File: config.mk
export PLATFORM = sky130hd
export DESIGN_NAME = priv_block
export DESIGN_NICKNAME = d
export VERILOG_FILES = /design/src/common/machine_mode_pkg.sv /design/src/common/prv_pipeline_if.sv /design/src/common/csr_prv_if.sv /design/src/priv/csr_rfile.sv /design/src/priv/prv_control.sv /design/src/rtl/priv_block.sv
export SDC_FILE = /design/constraint.sdc
export NUM_CORES = 1
export LEC_CHECK = 0
export BUFFER_PORTS_ARGS = -buffer_cell sky130_fd_sc_hd__buf_4
export CAP_MARGIN = 20
export CORE_UTILIZATION = 48
export DETAILED_ROUTE_END_ITERATION = 16
export PLACE_DENSITY_LB_ADDON = 0.08
export SLEW_MARGIN = 20
export SYNTH_ARGS = -nofsm -noshare
export SYNTH_HDL_FRONTEND = slang
export SYNTH_SLANG_ARGS = --single-unit
File: constraint.sdc
create_clock -name CLK -period 2.45 [get_ports CLK]
set_input_delay 0.3675 -clock CLK [delete_from_list [all_inputs] [get_ports CLK]]
set_output_delay 0.3675 -clock CLK [all_outputs]
set_load 0.005 [all_outputs]
File: src/common/machine_mode_pkg.sv
/*
 * Shared types and constants for the machine-mode privilege unit.
 * Imported by the CSR file, the trap controller and their interfaces.
 */
package machine_mode_pkg;

  // Basic word and CSR address types
  typedef logic [31:0] word_t;
  typedef logic [11:0] csr_addr_t;

  // Implemented and zero-read CSR addresses
  localparam csr_addr_t MCPUID_ADDR    = 12'hF00;
  localparam csr_addr_t MIMPID_ADDR    = 12'hF01;
  localparam csr_addr_t MHARTID_ADDR   = 12'hF10;
  localparam csr_addr_t MSTATUS_ADDR   = 12'h300;
  localparam csr_addr_t MTVEC_ADDR_CSR = 12'h301;
  localparam csr_addr_t MTDELEG_ADDR   = 12'h302;
  localparam csr_addr_t MIE_ADDR       = 12'h304;
  localparam csr_addr_t MSCRATCH_ADDR  = 12'h340;
  localparam csr_addr_t MEPC_ADDR      = 12'h341;
  localparam csr_addr_t MCAUSE_ADDR    = 12'h342;
  localparam csr_addr_t MBADADDR_ADDR  = 12'h343;
  localparam csr_addr_t MIP_ADDR       = 12'h344;
  localparam csr_addr_t MTOHOST_ADDR   = 12'h780;
  localparam csr_addr_t MFROMHOST_ADDR = 12'h781;

  // Machine privilege level encoding
  localparam logic [1:0] PRV_M = 2'b11;

  // RV32 base in the top bits of mcpuid and the I extension at bit 8
  localparam logic [1:0] BASE_RV32 = 2'b01;
  localparam word_t EXT_I = 32'h0000_0100;
  localparam word_t MCPUID_VALUE = {BASE_RV32, EXT_I[29:0]};

  // Only the first privilege stack level of mstatus is kept
  typedef struct packed {
    logic [25:0] zero;
    logic [1:0]  prv1;
    logic        ie1;
    logic [1:0]  prv;
    logic        ie;
  } mstatus_t;

  // Shared by mie and mip
  typedef struct packed {
    logic [23:0] zero_1;
    logic        mtie;
    logic [2:0]  zero_0;
    logic        msie;
    logic [2:0]  zero_lo;
  } mirq_t;

  // Cause codes; exception and interrupt codes overlap
  typedef logic [30:0] ex_code_t;

  localparam ex_code_t EX_MAL_FETCH    = 31'd0;
  localparam ex_code_t EX_FAULT_FETCH  = 31'd1;
  localparam ex_code_t EX_ILLEGAL_INSN = 31'd2;
  localparam ex_code_t EX_BREAKPOINT   = 31'd3;
  localparam ex_code_t EX_MAL_LOAD     = 31'd4;
  localparam ex_code_t EX_FAULT_LOAD   = 31'd5;
  localparam ex_code_t EX_MAL_STORE    = 31'd6;
  localparam ex_code_t EX_FAULT_STORE  = 31'd7;
  localparam ex_code_t EX_ECALL_M      = 31'd11;
  localparam ex_code_t IRQ_SOFT        = 31'd3;
  localparam ex_code_t IRQ_TIMER       = 31'd7;

  typedef struct packed {
    logic     interrupt;
    ex_code_t code;
  } mcause_t;

  // Read-update word as seen by each target register
  typedef union packed {
    word_t    raw;
    mstatus_t mstatus;
    mirq_t    mirq;
  } csr_word_u;

endpackage

File: src/common/prv_pipeline_if.sv
/*
 * Pipeline-side bundle of the privilege unit.
 * The top level drives requests; the CSR file and trap controller answer.
 */
interface prv_pipeline_if import machine_mode_pkg::*; ();

  // CSR access
  csr_addr_t addr;
  logic      swap, set, clr;
  word_t     wdata;
  word_t     rdata;
  logic      invalid_csr;

  // Trap inputs from the pipeline
  word_t ex_pc, ex_badaddr;
  logic  mal_insn, fault_insn, illegal_insn, ebreak, ecall;
  logic  mal_l, fault_l, mal_s, fault_s;
  logic  mret;

  // Redirect
  logic  insert_pc;
  word_t priv_pc;

  modport csr (
    input  addr, swap, set, clr, wdata,
    output rdata, invalid_csr
  );

  modport prv (
    input  swap, set, clr, invalid_csr, ex_pc, ex_badaddr,
    input  mal_insn, fault_insn, illegal_insn, ebreak, ecall,
    input  mal_l, fault_l, mal_s, fault_s, mret,
    output insert_pc, priv_pc
  );

  modport top (
    output addr, swap, set, clr, wdata, ex_pc, ex_badaddr,
    output mal_insn, fault_insn, illegal_insn, ebreak, ecall,
    output mal_l, fault_l, mal_s, fault_s, mret,
    input  rdata, invalid_csr, insert_pc, priv_pc
  );

endinterface

File: src/common/csr_prv_if.sv
/*
 * Link between the CSR file and the trap controller.
 * CSR state flows out; trap-time update requests flow back in.
 */
interface csr_prv_if import machine_mode_pkg::*; ();

  // Current register state
  word_t    mtvec, mepc;
  mstatus_t mstatus;
  mirq_t    mie, mip;

  // Update requests, each with its new value
  logic     mcause_rup, mepc_rup, mbadaddr_rup, mstatus_rup, mip_rup;
  mcause_t  mcause_next;
  word_t    mepc_next, mbadaddr_next;
  mstatus_t mstatus_next;
  mirq_t    mip_next;

  modport csr (
    output mtvec, mepc, mstatus, mie, mip,
    input  mcause_rup, mcause_next, mepc_rup, mepc_next,
    input  mbadaddr_rup, mbadaddr_next, mstatus_rup, mstatus_next,
    input  mip_rup, mip_next
  );

  modport prv (
    input  mtvec, mepc, mstatus, mie, mip,
    output mcause_rup, mcause_next, mepc_rup, mepc_next,
    output mbadaddr_rup, mbadaddr_next, mstatus_rup, mstatus_next,
    output mip_rup, mip_next
  );

endinterface

File: src/priv/csr_rfile.sv
/*
 * Machine-mode CSR storage with single-cycle read and swap/set/clear update.
 * Pipeline writes land at the next edge and beat trap updates to the same register.
 */
module csr_rfile import machine_mode_pkg::*; #(
  parameter word_t MTVEC_ADDR = 32'h0000_0100,
  parameter word_t HART_ID    = 32'h0000_0000
) (
  input  logic        CLK,
  input  logic        nRST,
  prv_pipeline_if.csr prv_pipe_if,
  csr_prv_if.csr      csr_pr_if,
  input  logic        fromhost_we,
  input  word_t       fromhost_data,
  output word_t       tohost
);

  // Stored state
  logic    ie, ie1;
  logic    mie_msie, mie_mtie;
  logic    mip_msip, mip_mtip;
  word_t   mscratch, mepc, mbadaddr;
  word_t   mtohost, mfromhost;
  mcause_t mcause;

  // Assembled views of the sparse registers
  mstatus_t mstatus;
  mirq_t    mie, mip;

  // Access decode
  word_t     rdata;
  logic      valid_addr;
  logic      csr_op;
  csr_word_u rup;
  logic      wr_mstatus, wr_mie, wr_mscratch, wr_mepc, wr_mtohost;

  always_comb begin
    mstatus      = '0;
    mstatus.ie   = ie;
    mstatus.prv  = PRV_M;
    mstatus.ie1  = ie1;
    mstatus.prv1 = PRV_M;
  end

  always_comb begin
    mie      = '0;
    mie.msie = mie_msie;
    mie.mtie = mie_mtie;
    mip      = '0;
    mip.msie = mip_msip;
    mip.mtie = mip_mtip;
  end

  // Address decode for read data
  always_comb begin
    valid_addr = 1'b1;
    rdata      = '0;
    case (prv_pipe_if.addr)
      MCPUID_ADDR:    rdata = MCPUID_VALUE;
      MIMPID_ADDR:    rdata = '0;
      MHARTID_ADDR:   rdata = HART_ID;
      MSTATUS_ADDR:   rdata = mstatus;
      MTVEC_ADDR_CSR: rdata = MTVEC_ADDR;
      // No delegation in machine-only core
      MTDELEG_ADDR:   rdata = '0;
      MIE_ADDR:       rdata = mie;
      MSCRATCH_ADDR:  rdata = mscratch;
      MEPC_ADDR:      rdata = mepc;
      MCAUSE_ADDR:    rdata = mcause;
      MBADADDR_ADDR:  rdata = mbadaddr;
      MIP_ADDR:       rdata = mip;
      MTOHOST_ADDR:   rdata = mtohost;
      MFROMHOST_ADDR: rdata = mfromhost;
      // Protection, timers and counters read as zero
      12'h380, 12'h381, 12'h382, 12'h383, 12'h384, 12'h385,
      12'hB01, 12'hB81, 12'h321, 12'h701, 12'h741: rdata = '0;
      default: valid_addr = 1'b0;
    endcase
  end

  assign prv_pipe_if.rdata       = rdata;
  assign prv_pipe_if.invalid_csr = ~valid_addr;

  // Swap wins, then clear, else set
  assign csr_op = prv_pipe_if.swap | prv_pipe_if.set | prv_pipe_if.clr;

  always_comb begin
    if (prv_pipe_if.swap) begin
      rup.raw = prv_pipe_if.wdata;
    end else if (prv_pipe_if.clr) begin
      rup.raw = rdata & ~prv_pipe_if.wdata;
    end else begin
      rup.raw = rdata | prv_pipe_if.wdata;
    end
  end

  // Write strobes for the writable registers
  assign wr_mstatus  = csr_op && (prv_pipe_if.addr == MSTATUS_ADDR);
  assign wr_mie      = csr_op && (prv_pipe_if.addr == MIE_ADDR);
  assign wr_mscratch = csr_op && (prv_pipe_if.addr == MSCRATCH_ADDR);
  assign wr_mepc     = csr_op && (prv_pipe_if.addr == MEPC_ADDR);
  assign wr_mtohost  = csr_op && (prv_pipe_if.addr == MTOHOST_ADDR);

  always_ff @(posedge CLK, negedge nRST) begin
    if (!nRST) begin
      ie        <= 1'b1;
      ie1       <= 1'b0;
      mie_msie  <= 1'b0;
      mie_mtie  <= 1'b0;
      mip_msip  <= 1'b0;
      mip_mtip  <= 1'b0;
      mscratch  <= '0;
      mepc      <= '0;
      mcause    <= '0;
      mbadaddr  <= '0;
      mtohost   <= '0;
      mfromhost <= '0;
    end else begin
      // Pipeline write to mstatus beats a trap or mret update
      if (wr_mstatus) begin
        ie  <= rup.mstatus.ie;
        ie1 <= rup.mstatus.ie1;
      end else if (csr_pr_if.mstatus_rup) begin
        ie  <= csr_pr_if.mstatus_next.ie;
        ie1 <= csr_pr_if.mstatus_next.ie1;
      end
      if (wr_mie) begin
        mie_msie <= rup.mirq.msie;
        mie_mtie <= rup.mirq.mtie;
      end
      // Pending bits come only from the synchronizers
      if (csr_pr_if.mip_rup) begin
        mip_msip <= csr_pr_if.mip_next.msie;
        mip_mtip <= csr_pr_if.mip_next.mtie;
      end
      if (wr_mscratch) begin
        mscratch <= rup.raw;
      end
      if (wr_mepc) begin
        mepc <= rup.raw;
      end else if (csr_pr_if.mepc_rup) begin
        mepc <= csr_pr_if.mepc_next;
      end
      if (csr_pr_if.mcause_rup) begin
        mcause <= csr_pr_if.mcause_next;
      end
      if (csr_pr_if.mbadaddr_rup) begin
        mbadaddr <= csr_pr_if.mbadaddr_next;
      end
      if (wr_mtohost) begin
        mtohost <= rup.raw;
      end
      // Host side of the mailbox
      if (fromhost_we) begin
        mfromhost <= fromhost_data;
      end
    end
  end

  // State seen by the trap controller
  assign csr_pr_if.mtvec   = MTVEC_ADDR;
  assign csr_pr_if.mepc    = mepc;
  assign csr_pr_if.mstatus = mstatus;
  assign csr_pr_if.mie     = mie;
  assign csr_pr_if.mip     = mip;

  assign tohost = mtohost;

endmodule

File: src/priv/prv_control.sv
/*
 * Trap controller that prioritises exceptions and interrupts, encodes the cause
 * and drives the redirect PC along with the trap-time CSR updates.
 */
module prv_control import machine_mode_pkg::*; (
  input  logic        CLK,
  input  logic        nRST,
  prv_pipeline_if.prv prv_pipe_if,
  csr_prv_if.prv      csr_pr_if,
  input  logic        ext_soft_int,
  input  logic        ext_timer_int
);

  // Two-flop synchronizers
  logic soft_meta, soft_sync;
  logic timer_meta, timer_sync;

  // Trap selection
  logic     csr_op;
  logic     illegal;
  logic     ex_valid;
  ex_code_t ex_code;
  logic     pend_soft, pend_timer;
  logic     irq_valid;
  logic     trap;
  logic     badaddr_cause;
  mcause_t  cause;
  mstatus_t status_next;

  always_ff @(posedge CLK, negedge nRST) begin
    if (!nRST) begin
      soft_meta  <= 1'b0;
      soft_sync  <= 1'b0;
      timer_meta <= 1'b0;
      timer_sync <= 1'b0;
    end else begin
      soft_meta  <= ext_soft_int;
      soft_sync  <= soft_meta;
      timer_meta <= ext_timer_int;
      timer_sync <= timer_meta;
    end
  end

  // mip follows the synchronized lines every cycle
  always_comb begin
    csr_pr_if.mip_next      = '0;
    csr_pr_if.mip_next.msie = soft_sync;
    csr_pr_if.mip_next.mtie = timer_sync;
  end
  assign csr_pr_if.mip_rup = 1'b1;

  // Unmapped CSR access is an illegal instruction
  assign csr_op  = prv_pipe_if.swap | prv_pipe_if.set | prv_pipe_if.clr;
  assign illegal = prv_pipe_if.illegal_insn | (csr_op & prv_pipe_if.invalid_csr);

  // Lowest cause code wins
  always_comb begin
    ex_valid = 1'b1;
    ex_code  = EX_MAL_FETCH;
    if (prv_pipe_if.mal_insn) begin
      ex_code = EX_MAL_FETCH;
    end else if (prv_pipe_if.fault_insn) begin
      ex_code = EX_FAULT_FETCH;
    end else if (illegal) begin
      ex_code = EX_ILLEGAL_INSN;
    end else if (prv_pipe_if.ebreak) begin
      ex_code = EX_BREAKPOINT;
    end else if (prv_pipe_if.mal_l) begin
      ex_code = EX_MAL_LOAD;
    end else if (prv_pipe_if.fault_l) begin
      ex_code = EX_FAULT_LOAD;
    end else if (prv_pipe_if.mal_s) begin
      ex_code = EX_MAL_STORE;
    end else if (prv_pipe_if.fault_s) begin
      ex_code = EX_FAULT_STORE;
    end else if (prv_pipe_if.ecall) begin
      ex_code = EX_ECALL_M;
    end else begin
      ex_valid = 1'b0;
    end
  end

  // Interrupt qualified by global and per-source enables
  assign pend_soft  = csr_pr_if.mstatus.ie & csr_pr_if.mip.msie & csr_pr_if.mie.msie;
  assign pend_timer = csr_pr_if.mstatus.ie & csr_pr_if.mip.mtie & csr_pr_if.mie.mtie;
  assign irq_valid  = pend_soft | pend_timer;

  assign trap = ex_valid | irq_valid;

  // Exceptions beat interrupts; software beats timer
  always_comb begin
    cause.interrupt = ~ex_valid;
    if (ex_valid) begin
      cause.code = ex_code;
    end else if (pend_soft) begin
      cause.code = IRQ_SOFT;
    end else begin
      cause.code = IRQ_TIMER;
    end
  end

  // Misaligned and fault causes carry an address
  assign badaddr_cause = (ex_code != EX_ILLEGAL_INSN) && (ex_code != EX_BREAKPOINT) &&
                         (ex_code != EX_ECALL_M);

  // Push the enable stack on trap, pop on mret
  always_comb begin
    status_next      = csr_pr_if.mstatus;
    status_next.prv  = PRV_M;
    status_next.prv1 = PRV_M;
    if (trap) begin
      status_next.ie1 = csr_pr_if.mstatus.ie;
      status_next.ie  = 1'b0;
    end else begin
      status_next.ie  = csr_pr_if.mstatus.ie1;
      status_next.ie1 = 1'b1;
    end
  end

  assign csr_pr_if.mcause_rup    = trap;
  assign csr_pr_if.mcause_next   = cause;
  assign csr_pr_if.mepc_rup      = trap;
  assign csr_pr_if.mepc_next     = prv_pipe_if.ex_pc;
  assign csr_pr_if.mbadaddr_rup  = ex_valid & badaddr_cause;
  assign csr_pr_if.mbadaddr_next = prv_pipe_if.ex_badaddr;
  assign csr_pr_if.mstatus_rup   = trap | prv_pipe_if.mret;
  assign csr_pr_if.mstatus_next  = status_next;

  // Redirect to handler or back to mepc
  assign prv_pipe_if.insert_pc = trap | prv_pipe_if.mret;
  assign prv_pipe_if.priv_pc   = trap ? csr_pr_if.mtvec : csr_pr_if.mepc;

endmodule

File: src/rtl/priv_block.sv
/*
 * Top of the machine-mode privilege unit.
 * Plain pipeline and host ports mapped onto the CSR file and trap controller.
 */
module priv_block import machine_mode_pkg::*; #(
  parameter word_t MTVEC_ADDR = 32'h0000_0100,
  parameter word_t HART_ID    = 32'h0000_0000
) (
  input  logic      CLK,
  input  logic      nRST,
  // CSR access
  input  csr_addr_t csr_addr,
  input  logic      csr_swap,
  input  logic      csr_set,
  input  logic      csr_clr,
  input  word_t     csr_wdata,
  // Trap sources
  input  word_t     ex_pc,
  input  word_t     ex_badaddr,
  input  logic      mal_insn,
  input  logic      fault_insn,
  input  logic      illegal_insn,
  input  logic      ebreak,
  input  logic      ecall,
  input  logic      mal_l,
  input  logic      fault_l,
  input  logic      mal_s,
  input  logic      fault_s,
  input  logic      mret,
  input  logic      ext_soft_int,
  input  logic      ext_timer_int,
  // Host mailbox
  input  logic      fromhost_we,
  input  word_t     fromhost_data,
  output word_t     csr_rdata,
  output logic      invalid_csr,
  output logic      insert_pc,
  output word_t     priv_pc,
  output word_t     tohost
);

  prv_pipeline_if pipe_if ();
  csr_prv_if      cp_if ();

  assign pipe_if.addr         = csr_addr;
  assign pipe_if.swap         = csr_swap;
  assign pipe_if.set          = csr_set;
  assign pipe_if.clr          = csr_clr;
  assign pipe_if.wdata        = csr_wdata;
  assign pipe_if.ex_pc        = ex_pc;
  assign pipe_if.ex_badaddr   = ex_badaddr;
  assign pipe_if.mal_insn     = mal_insn;
  assign pipe_if.fault_insn   = fault_insn;
  assign pipe_if.illegal_insn = illegal_insn;
  assign pipe_if.ebreak       = ebreak;
  assign pipe_if.ecall        = ecall;
  assign pipe_if.mal_l        = mal_l;
  assign pipe_if.fault_l      = fault_l;
  assign pipe_if.mal_s        = mal_s;
  assign pipe_if.fault_s      = fault_s;
  assign pipe_if.mret         = mret;

  assign csr_rdata   = pipe_if.rdata;
  assign invalid_csr = pipe_if.invalid_csr;
  assign insert_pc   = pipe_if.insert_pc;
  assign priv_pc     = pipe_if.priv_pc;

  csr_rfile #(
    .MTVEC_ADDR(MTVEC_ADDR),
    .HART_ID   (HART_ID)
  ) u_csr_rfile (
    .CLK          (CLK),
    .nRST         (nRST),
    .prv_pipe_if  (pipe_if),
    .csr_pr_if    (cp_if),
    .fromhost_we  (fromhost_we),
    .fromhost_data(fromhost_data),
    .tohost       (tohost)
  );

  prv_control u_prv_control (
    .CLK          (CLK),
    .nRST         (nRST),
    .prv_pipe_if  (pipe_if),
    .csr_pr_if    (cp_if),
    .ext_soft_int (ext_soft_int),
    .ext_timer_int(ext_timer_int)
  );

endmodule

Word level (Yosys, flattened, before mapping). Cells that the tools add are included.

Register bits: 202. Output and inout port bits: 98. Logic and storage cells: 105.

Equality and inequality tests: 28. Multiplexer cells: 33. Bitwise logic cells: 17. Reductions and logical operators: 10.

Operator list (count): $pmux W32 S11 (1); $mux W31 (9); $eq A12 B10 Y1 const B (16); $mux W32 (5); $ne A31 B2 Y1 const B (2); $eq A12 B12 Y1 const B (5); $eq A12 B11 Y1 const B (4); $and A32 B32 Y32 (1); $not A32 Y32 (1); $or A32 B32 Y32 (1); $ne A31 B4 Y1 const B (1); $reduce_or A25 Y1 (1); $mux W1 (16); $logic_and A1 B1 Y1 (7); $and A1 B1 Y1 (6); $or A1 B1 Y1 (6); $mux W4 (1); $reduce_bool A2 Y1 (2); $mux W3 (1); $not A1 Y1 (2).

Logic depth before layout (Yosys ltp). Gate-level depths: netlist of the first run.

Depth in word-level cells: 13. Depth in mapped cells: 11.

Cells and area by module. Synthesis of the first run repeated with hierarchy kept, for this count alone.

Cells, all modules: 1282. Area total of the unflattened synthesis: 13250.2 um2.

Modules (own cells, without submodules): csr_rfile (times used 1, cells an instance 1059, area an instance 11295.8 um2); prv_control (times used 1, cells an instance 223, area an instance 1954.4 um2).

Worst setup path after synthesis of the first run. No wires, ideal clock.

Path type: input to register. Start: input port csr_addr[1]. End: register u_csr_rfile.mbadaddr[0]. Arrival time: 2.550 ns. Data required time: 2.325 ns. Setup slack: -0.226 ns. Stages on the path: 10. Cells stage by stage: buf_2 or4_4 buf_6 o2bb2ai_2 nand4_1 nand3_2 nor2_2 o41ai_4 buf_6 mux2_4.

Cells in the longest elaborated chain, start to end: 13.

Ends and longest elaborated chain: start, declared (line priv_block.sv:12) `input csr_addr_t csr_addr,`; $eq A12 B12 Y1 (tied with other cells) (line csr_rfile.sv:58) `case (prv_pipe_if.addr)`; $reduce_or A25 Y1 (no source line) (*); $mux W1 (*) (line csr_rfile.sv:58); $not A1 Y1 (*) (line csr_rfile.sv:82) `assign prv_pipe_if.invalid_csr = ~valid_addr;`; $and A1 B1 Y1 (*) (line prv_control.sv:54) `assign illegal = prv_pipe_if.illegal_insn | (csr_op & prv_pipe_if.invalid_csr);`; $or A1 B1 Y1 (*) (line prv_control.sv:54); $mux W31 (line prv_control.sv:64) `end else if (illegal) begin`; $mux W31 (line prv_control.sv:62) `end else if (prv_pipe_if.fault_insn) begin`; $mux W31 (line prv_control.sv:60) `if (prv_pipe_if.mal_insn) begin`; $ne A31 B2 Y1 (line prv_control.sv:103) `assign badaddr_cause = (ex_code != EX_ILLEGAL_INSN) && (ex_code != EX_BREAKPOINT) &&`; $logic_and A1 B1 Y1 (2 in a row) (line prv_control.sv:103); $and A1 B1 Y1 (*) (line prv_control.sv:124) `assign csr_pr_if.mbadaddr_rup = ex_valid & badaddr_cause;`; end signal, assigned (line csr_rfile.sv:148) `mbadaddr <= csr_pr_if.mbadaddr_next;`; end, declared (line csr_rfile.sv:22) `word_t mscratch, mepc, mbadaddr;`.

Every way passes the cells marked *; elsewhere a longest branch is shown, timed or not. A chain may end at the register's enable or synchronous reset.

Worst setup path after layout of the first run.
Start: input port csr_addr[6]. End: output port priv_pc[1].

Cells in the longest elaborated chain, start to end: 11.

Ends and longest elaborated chain: $eq A12 B12 Y1 (tied with other cells) (line csr_rfile.sv:58); $reduce_or A25 Y1 (no source line) (*); $mux W1 (*) (line csr_rfile.sv:58); $not A1 Y1 (*) (line csr_rfile.sv:82); $and A1 B1 Y1 (*) (line prv_control.sv:54); $or A1 B1 Y1 (*) (line prv_control.sv:54); $mux W1 (*) (line prv_control.sv:64); $mux W1 (*) (line prv_control.sv:62); $mux W1 (*) (line prv_control.sv:60); $or A1 B1 Y1 (*) (line prv_control.sv:88) `assign trap = ex_valid | irq_valid;`; $mux W32 (*) (line prv_control.sv:131) `assign prv_pipe_if.priv_pc = trap ? csr_pr_if.mtvec : csr_pr_if.mepc;`; end, declared (line priv_block.sv:38) `output word_t priv_pc,`.

Marks and branches as above.

==> out/qor.yml, run 1 <==
yosys:
  async_flop_share: 1.00
  synth-main-ff-cell: "dfrtp_1"
  synth_top_area_share: 0.479
  yosys-top-cells-area: "dfrtp_1 48%, mux2i_1 7.8%, mux2_4 5.0%, a22oi_1 4.7%, mux2_2 4.3%"
  ys_seq_area_frac: 0.482
  ys_types: 64
  synth_edf_count: 0
  synth_area_per_cell_sq_um: 10.5
  syn_inst: 866
  synth.cell_area_sq_um: 9100
  synth_top_area_cell: "dfrtp_1"
  ys_warn_count: 0
  synth_seq_cells: 175
  synth_fp_nets: 1024
route:
  routed-via-count: 8782
  drt-vias-per-instance: 6.09
  drt_iter0_drc: 722
  remaining_drc_errors: 0
  wl_per_cell_microns: 23.1
  first_pass_iters: 6
  drt-total-wl_microns: 33300
  ant_nets: 0
timing:
  worst_pin_slew_ps: 663
  clock_skew_ps: 7.54
  max_slew_margin: 0.558
  finalHoldViolations: 0
  setup_viol: 30
  rsz0062_at_grt: "yes"
  min_period_over_period: 1.05
  min_period_ps: 2580
  setup_slack_ps: -129
  max_freq_mhz: 388
  slew_violations: 0
job:
  maxCapViolations: 0
run_status:
  status: "finished, violations left"
  failed_checks: "setup timing"
critical_path:
  r2r_end: "u_csr_rfile.mscratch[3]"
  reg2reg_depth: 6
  path_cells: "buf_6, buf_6, or3_4, nor2_1, nand4_1, nand3_2, nor2_4, buf_12, nor4_2, buf_4, buf_4"
  crit_family: "simple AND/OR/NAND/NOR gates"
  critPathLaunchType: "primary input"
  r2r_slack_ps: 520
  cp_slowest_cell: "or3_4"
  cp-startpoint: "csr_addr[6]"
  cp_max_fo: 14
  criticalPathCategory: "primary input to output port"
  r2r_start: "u_csr_rfile.mip_msip"
  cp.arrival_ps: 2210
  crit_buf_inv: 5
  crit_path_max_incr_delay_ps: 350
  required_ps: 2080
  crit_path_end_kind: "output port"
clock_network:
  cts.sinks: 175
  cts_made_buffers: 17
  htreeDepth: 4
  clock_latency_ps: 430
  cts_buffer_depth: 2
  clk_pin_slew_worst_paths_ps: 70
  cts_tree: "yes"
  ctsRootBufferMaster: "clkbuf_16"
pwr:
  clockPowerShare: 0.400
  p_int_uw: 4890
  ir_drop_mv: 0.495
  total_leakage_power_uw: 0.00666
  comb_power_share: 0.130
  seqPwrFrac: 0.471
  switchingPower_uw: 1750
  p_sw_frac: 0.263
  powerDensity_nw_per_um2: 485
grt:
  grt_max_degree: 67
  track_usage: 0.343
  grt_pass1_vias: 8832
  gr-total-overflow: 0
  grt_pass1_wl_microns: 50500
  antenna_found_initial: 0
layout:
  area_growth_pct: 50.2
  layout_commonest_cell: "buf_4"
  mostFrequentLayoutCells: "323 x buf_4, 174 x dfrtp_1, 97 x nand2_1"
  diodes: 0
  design_area_sq_um: 13700
  drive_gt1_frac: 0.463
  layout.nets: 1357
  stdcell_count: 1441
placement:
  gp_congestion: 0.872
  place_ws_ps: -408
  numPlacedInstances: 1386
  place_hpwl_microns: 22100
  port_buffers: 255
  place_area_sq_um: 12100
die:
  die-height_microns: 140
  core_area_sq_um: 18300
  dieArea_sq_um: 19500
  ioPinCount: 256
  die_x_microns: 140
  floorplan.initialDensity: 0.498
  num_rows: 49
worst_hold_path:
  worst_hold_path.num_cells: 1
  min_to: "u_prv_control.timer_meta"
  hold_start: "ext_timer_int"
  min_path_type: "primary input to flop"
==> power by group through the flow <==
stage / clock network (uW) / registers [uW] / logic, uW
floorplan: 0 / 3140 / 352
global placement: 0 / 3170 / 769
detailed placement: 0 / 3170 / 779
CTS: 2680 / 3120 / 840
global route: 2800 / 3130 / 919
finish: 2650 / 3120 / 860
==> kinds of logic (layout without fill, tap and decap cells) <==
group	after synthesis	in the layout	share of synthesized area
mux	136	136	0.171
compound gates	192	192	0.149
xor+xnor	1	1	0.000963
simple gates	278	278	0.158
buf+inv	84	430	0.0397
flops	175	175	0.482
==> Yosys cell counts (all sizes together), types with 3 or more instances <==
cell and n:
nand2 101, a2111oi 4, mux2 65, nor4 38
inv 12, or3 4, a221oi 4, buf 18
dfrtp 174, nand2b 33, mux2i 71, nor2 45
a21oi 9, o21ai 69, a31oi 3, o2bb2ai 3
a22o 5, a22oi 57, nand3 10, nor4b 3
clkbuf 54, a222oi 22, nand3b 3, or3b 3
nor3 19
==> registers in the layout (all words and copies together), names as in the netlist <==
signal	cells
u_csr_rfile.ie1	1
u_prv_control.soft_meta	1
u_csr_rfile.ie	1
u_csr_rfile.mcause	5
u_csr_rfile.mip_mtip	1
u_csr_rfile.mip_msip	1
u_csr_rfile.mbadaddr	32
u_csr_rfile.mscratch	32
u_csr_rfile.tohost	32
u_csr_rfile.mfromhost	32
u_csr_rfile.mie_mtie	1
u_csr_rfile.mie_msie	1
u_prv_control.soft_sync	1
u_csr_rfile.csr_pr_if.mepc	32
u_prv_control.timer_sync	1
u_prv_control.timer_meta	1
==> worst register-to-register path, stage by stage, from the launching register on <==
cell       delay [ps]
dfrtp_1           400
mux2_2            270
a32oi_1           210
nor2_1            100
a2111oi_4         310
o31a_1            330
o21ai_0           160
==> worst max-delay path by stage <==
stage,end,slack [ps],depth (start not counted)
6_report,priv_pc[1],-130,11
5_1_grt,priv_pc[19],-240,9
4_1_cts,priv_pc[22],-100,10
3_5_place_dp,u_csr_rfile.mbadaddr[21],-410,10
3_3_place_gp,u_csr_rfile.mbadaddr[16],-450,10
2_1_floorplan,u_csr_rfile.mbadaddr[0],-200,10
==> per-stage QoR <==
step	hold WS, ps	power, uW	TNS (ps)	util
after floorplan	71.9	3490	-6160	-
after global placement	333	3930	-42310	0.661
after detailed placement	348	3950	-37040	0.661
after CTS	27.0	6640	-1860	0.728
after global routing	20.2	6860	-5190	0.748
final	40.4	6630	-2620	0.748
==> what timing repair did <==
item | CTS | global route
resized for setup | 85 | 48
gates cloned | 2 | 2
hold buffers | 1 | 0
setup endpoints to repair | 65 | 79
hold endpoints to repair | 62 | 0
pin swaps | 20 | 14
setup buffers | 14 | 8
==> area by class of cell <==
| type | instances | area [sq um] |
|---|---|---|
| fillers | 1297 | 4600 |
| flip-flops and latches | 175 | 4380 |
| repair buffers | 386 | 3400 |
| clock buffers | 20 | 467 |
| multi-input cells | 607 | 4980 |
| well taps | 229 | 287 |
| clock inverters | 12 | 104 |
| inverters | 12 | 45.0 |
==> layer usage <==
metal  part of all wire  routed length [microns]  vias to the layer above  GRT usage
met5                  0                        0                        -          0
met4              0.038                     1260                        0      0.152
met3              0.076                     2540                       77     0.0795
met2               0.48                    15900                      439      0.545
met1               0.41                    13600                     4380      0.448
li1                   -                        -                     3886          -
Note: power is estimated with default switching activity, not from simulation.
==> run 2: changes to the inputs <==
Settings changed: ABC_AREA set to 1.
==> out/qor.yml, run 2 <==
timing:
  finalHoldViolations: 0  # unchanged
  max_freq_mhz: 401  # +3.3%
  slew_violations: 0  # unchanged
  setup_slack_ps: -46.5  # +82.5 ps
  finalSetupTns_ps: -230  # +2390 ps
  clock_skew_ps: 9.58  # +2.04 ps
  setup_viol: 11  # -63%
  hold_ws_ps: 34.8  # -5.59 ps
  min_period_over_period: 1.02  # -0.0337
  min_period_ps: 2500  # -82.5 ps
  worst_pin_slew_ps: 600  # -62.8 ps
  max_slew_margin: 0.600  # +0.0419
  rsz0062_at_grt: "yes"
pwr:
  ir_drop_mv: 0.467  # -5.6%
  total_leakage_power_uw: 0.00709  # +6.5%
  powerDensity_nw_per_um2: 489  # +0.82%
layout:
  multi_input_area_sq_um: 4540  # -8.9%
  seqCellArea_sq_um: 4380  # unchanged
  nFillCells: 1682  # +30%
  area_growth_pct: 39.7
  mostFrequentLayoutCells: "475 x nand2_1, 319 x buf_4, 174 x dfrtp_1"
  layout_commonest_cell: "nand2_1"
  drive_gt1_frac: 0.294  # -0.169
  stdcell_count: 1937  # +34%
  layout.nets: 1817  # +34%
  diodes: 0  # unchanged
route:
  wl_met2_microns: 16600  # +4.3%
  dr_wl_met3_microns: 2430  # -4.3%
  drt-met1-wl_microns: 13800  # +1.2%
  routed.top_layer: "met4"
  drt-total-wl_microns: 34000  # +2.1%
  routed-via-count: 10000  # +14%
  wl_per_cell_microns: 17.6  # -24%
  remaining_drc_errors: 0  # unchanged
  drt_iter0_drc: 649  # -10%
  drt-vias-per-instance: 5.17  # -15%
  first_pass_iters: 8  # +2
  ant_nets: 0  # unchanged
clock_network:
  clk_pin_slew_worst_paths_ps: 70  # about the same
  cts_buffer_depth: 2  # unchanged
  clock_latency_ps: 430  # about the same
  ctsRootBufferMaster: "clkbuf_16"
  htreeDepth: 4  # unchanged
  cts_tree: "yes"
  cts_made_buffers: 17  # unchanged
  cts.sinks: 175  # unchanged
die:
  core_area_sq_um: 19500  # +6.5%
  num_rows: 51  # +4.1%
  floorplan.initialDensity: 0.489  # -0.00859
  die_x_microns: 143  # +2.3%
  dieArea_sq_um: 20400  # +4.6%
  die-height_microns: 143  # +2.3%
  ioPinCount: 256  # unchanged
yosys:
  ys_types: 38  # -41%
  syn_inst: 1353  # +56%
  ys_seq_area_frac: 0.460  # -0.0216
  async_flop_share: 1.00  # unchanged
  ys_warn_count: 0  # unchanged
  synth_fp_nets: 1511  # +48%
  synth_area_per_cell_sq_um: 7.04  # -33%
  synth_seq_cells: 175  # unchanged
  synth_top_area_share: 0.457  # -0.0214
  synth_commonest_cells: "487 x nand2_1, 174 x dfrtp_1, 145 x inv_1"
  synth.cell_area_sq_um: 9520  # +4.7%
  synth.most_common_cell: "nand2_1"
  synth_top_area_cell: "dfrtp_1"
  synth_edf_count: 0  # unchanged
  synth-main-ff-cell: "dfrtp_1"
  yosys-top-cells-area: "dfrtp_1 46%, nand2_1 19%, o21ai_0 6.7%, inv_1 5.7%, nor2_1 5.4%"
critical_path:
  required_ps: 2080  # about the same
  r2r_start: "u_csr_rfile.mie_msie"
  cp_max_fo: 8  # -6
  critPathLaunchType: "primary input"
  reg2reg_depth: 9  # +3
  r2r_slack_ps: 380  # -140 ps
  setup.worst_path.end: "priv_pc[0]"
  r2r_end: "u_csr_rfile.csr_pr_if.mepc[17]"
  cp.arrival_ps: 2130  # -80 ps
  criticalPathCategory: "primary input to output port"
  crit_path_end_kind: "output port"
  cp-startpoint: "csr_addr[2]"
run_status:
  status: "finished, violations left"
  failed_checks: "setup timing"
grt:
  grt_max_degree: 59  # -12%
  gr-total-overflow: 0  # unchanged
  antenna_found_initial: 0  # unchanged
  track_usage: 0.332  # -0.0108
  grt_pass1_wl_microns: 50400  # -0.25%
  grt_pass1_vias: 9449  # +7.0%
worst_hold_path:
  min_path_type: "primary input to flop"
placement:
  numPlacedInstances: 1890  # +36%
  gp_congestion: 0.945  # +8.3%
  port_buffers: 255  # unchanged
  place_hpwl_microns: 24700  # +12%
  place_ws_ps: -85.1  # +323 ps
job:
  maxCapViolations: 0  # unchanged
run 2: changes by cell type in the layout (fill, tap and decap cells not counted), moves of 32 or more:
cell	delta
nand2_1	+378
inv_1	+127
nand3_1	+87
o21ai_0	+72
mux2i_1	-71
a22oi_1	-56
nor2_1	+56
nand2b_1	-32
run 2: layout make-up:
| cell class | instances | share of cell area |
|---|---|---|
| clock buffers | 19 | 0.0325 |
| clock inverters | 13 | 0.00978 |
| inverters | 151 | 0.0438 |
| multi-input cells | 965 | 0.341 |
| flip-flops and latches | 175 | 0.329 |
| well taps | 265 | 0.0249 |
| repair buffers | 349 | 0.218 |
run 2: worst min path at each step:
| stage | from | end | cells after the start |
|---|---|---|---|
| 3_3_place_gp | u_prv_control.timer_meta | u_prv_control.timer_sync | 0 |
| 6_report | ext_timer_int | u_prv_control.timer_meta | 1 |
| 3_5_place_dp | u_prv_control.soft_meta | u_prv_control.soft_sync | 0 |
| 2_1_floorplan | nRST | u_csr_rfile.csr_pr_if.mepc[0] | 0 |
| 5_1_grt | ext_timer_int | u_prv_control.timer_meta | 1 |
| 4_1_cts | ext_timer_int | u_prv_control.timer_meta | 1 |
run 2: logic make-up after synthesis:
| family | after synthesis | synth area share |
|---|---|---|
| compound gates | 197 | 0.112 |
| buf+inv | 213 | 0.0920 |
| flops | 175 | 0.460 |
| mux | 8 | 0.00946 |
| simple gates | 760 | 0.327 |
run 2: where the power goes:
group	internal [uW]	leakage (uW)	total, uW	switching, uW
clock network	1420	0.000262	2660	1240
logic	336	0.00462	763	426
registers	3020	0.00221	3090	67.9
run 2: worst max-delay path, stage by stage:
cell	delay, ps
buf_8	100
nor2_4	180
nand2_4	120
nor2_4	120
nand2_2	70
nand2_2	100
nor2_2	40
nand2_1	90
nor2_2	60
nand3_4	90
nand4_4	260
buf_12	280
nor2_4	130
buf_6	110
run 2: what timing repair did:
action                                  CTS  global route
hold buffers                              1             0
setup buffers                             0            11
gates cloned                              0             3
hold endpoints to repair                 53             0
pin swaps                                 0            25
gates resized for setup                   3           102
endpoints found under the setup margin    6            55
run 2: per-stage QoR:
stage | total power [uW] | area, sq um | utilization
final | 6510 | 13300 | 0.684
after global placement | 3850 | 12200 | 0.629
after CTS | 6490 | 12800 | 0.659
after detailed placement | 3870 | 12200 | 0.629
after global routing | 6740 | 13300 | 0.684
after floorplan | 3430 | 9520 | -
run 2: layer usage:
| metal | up-vias | global-route usage |
|---|---|---|
| li1 | 4854 | - |
| met1 | 4702 | 0.421 |
| met2 | 385 | 0.572 |
| met3 | 67 | 0.0439 |
| met4 | 0 | 0.132 |
| met5 | - | 0 |
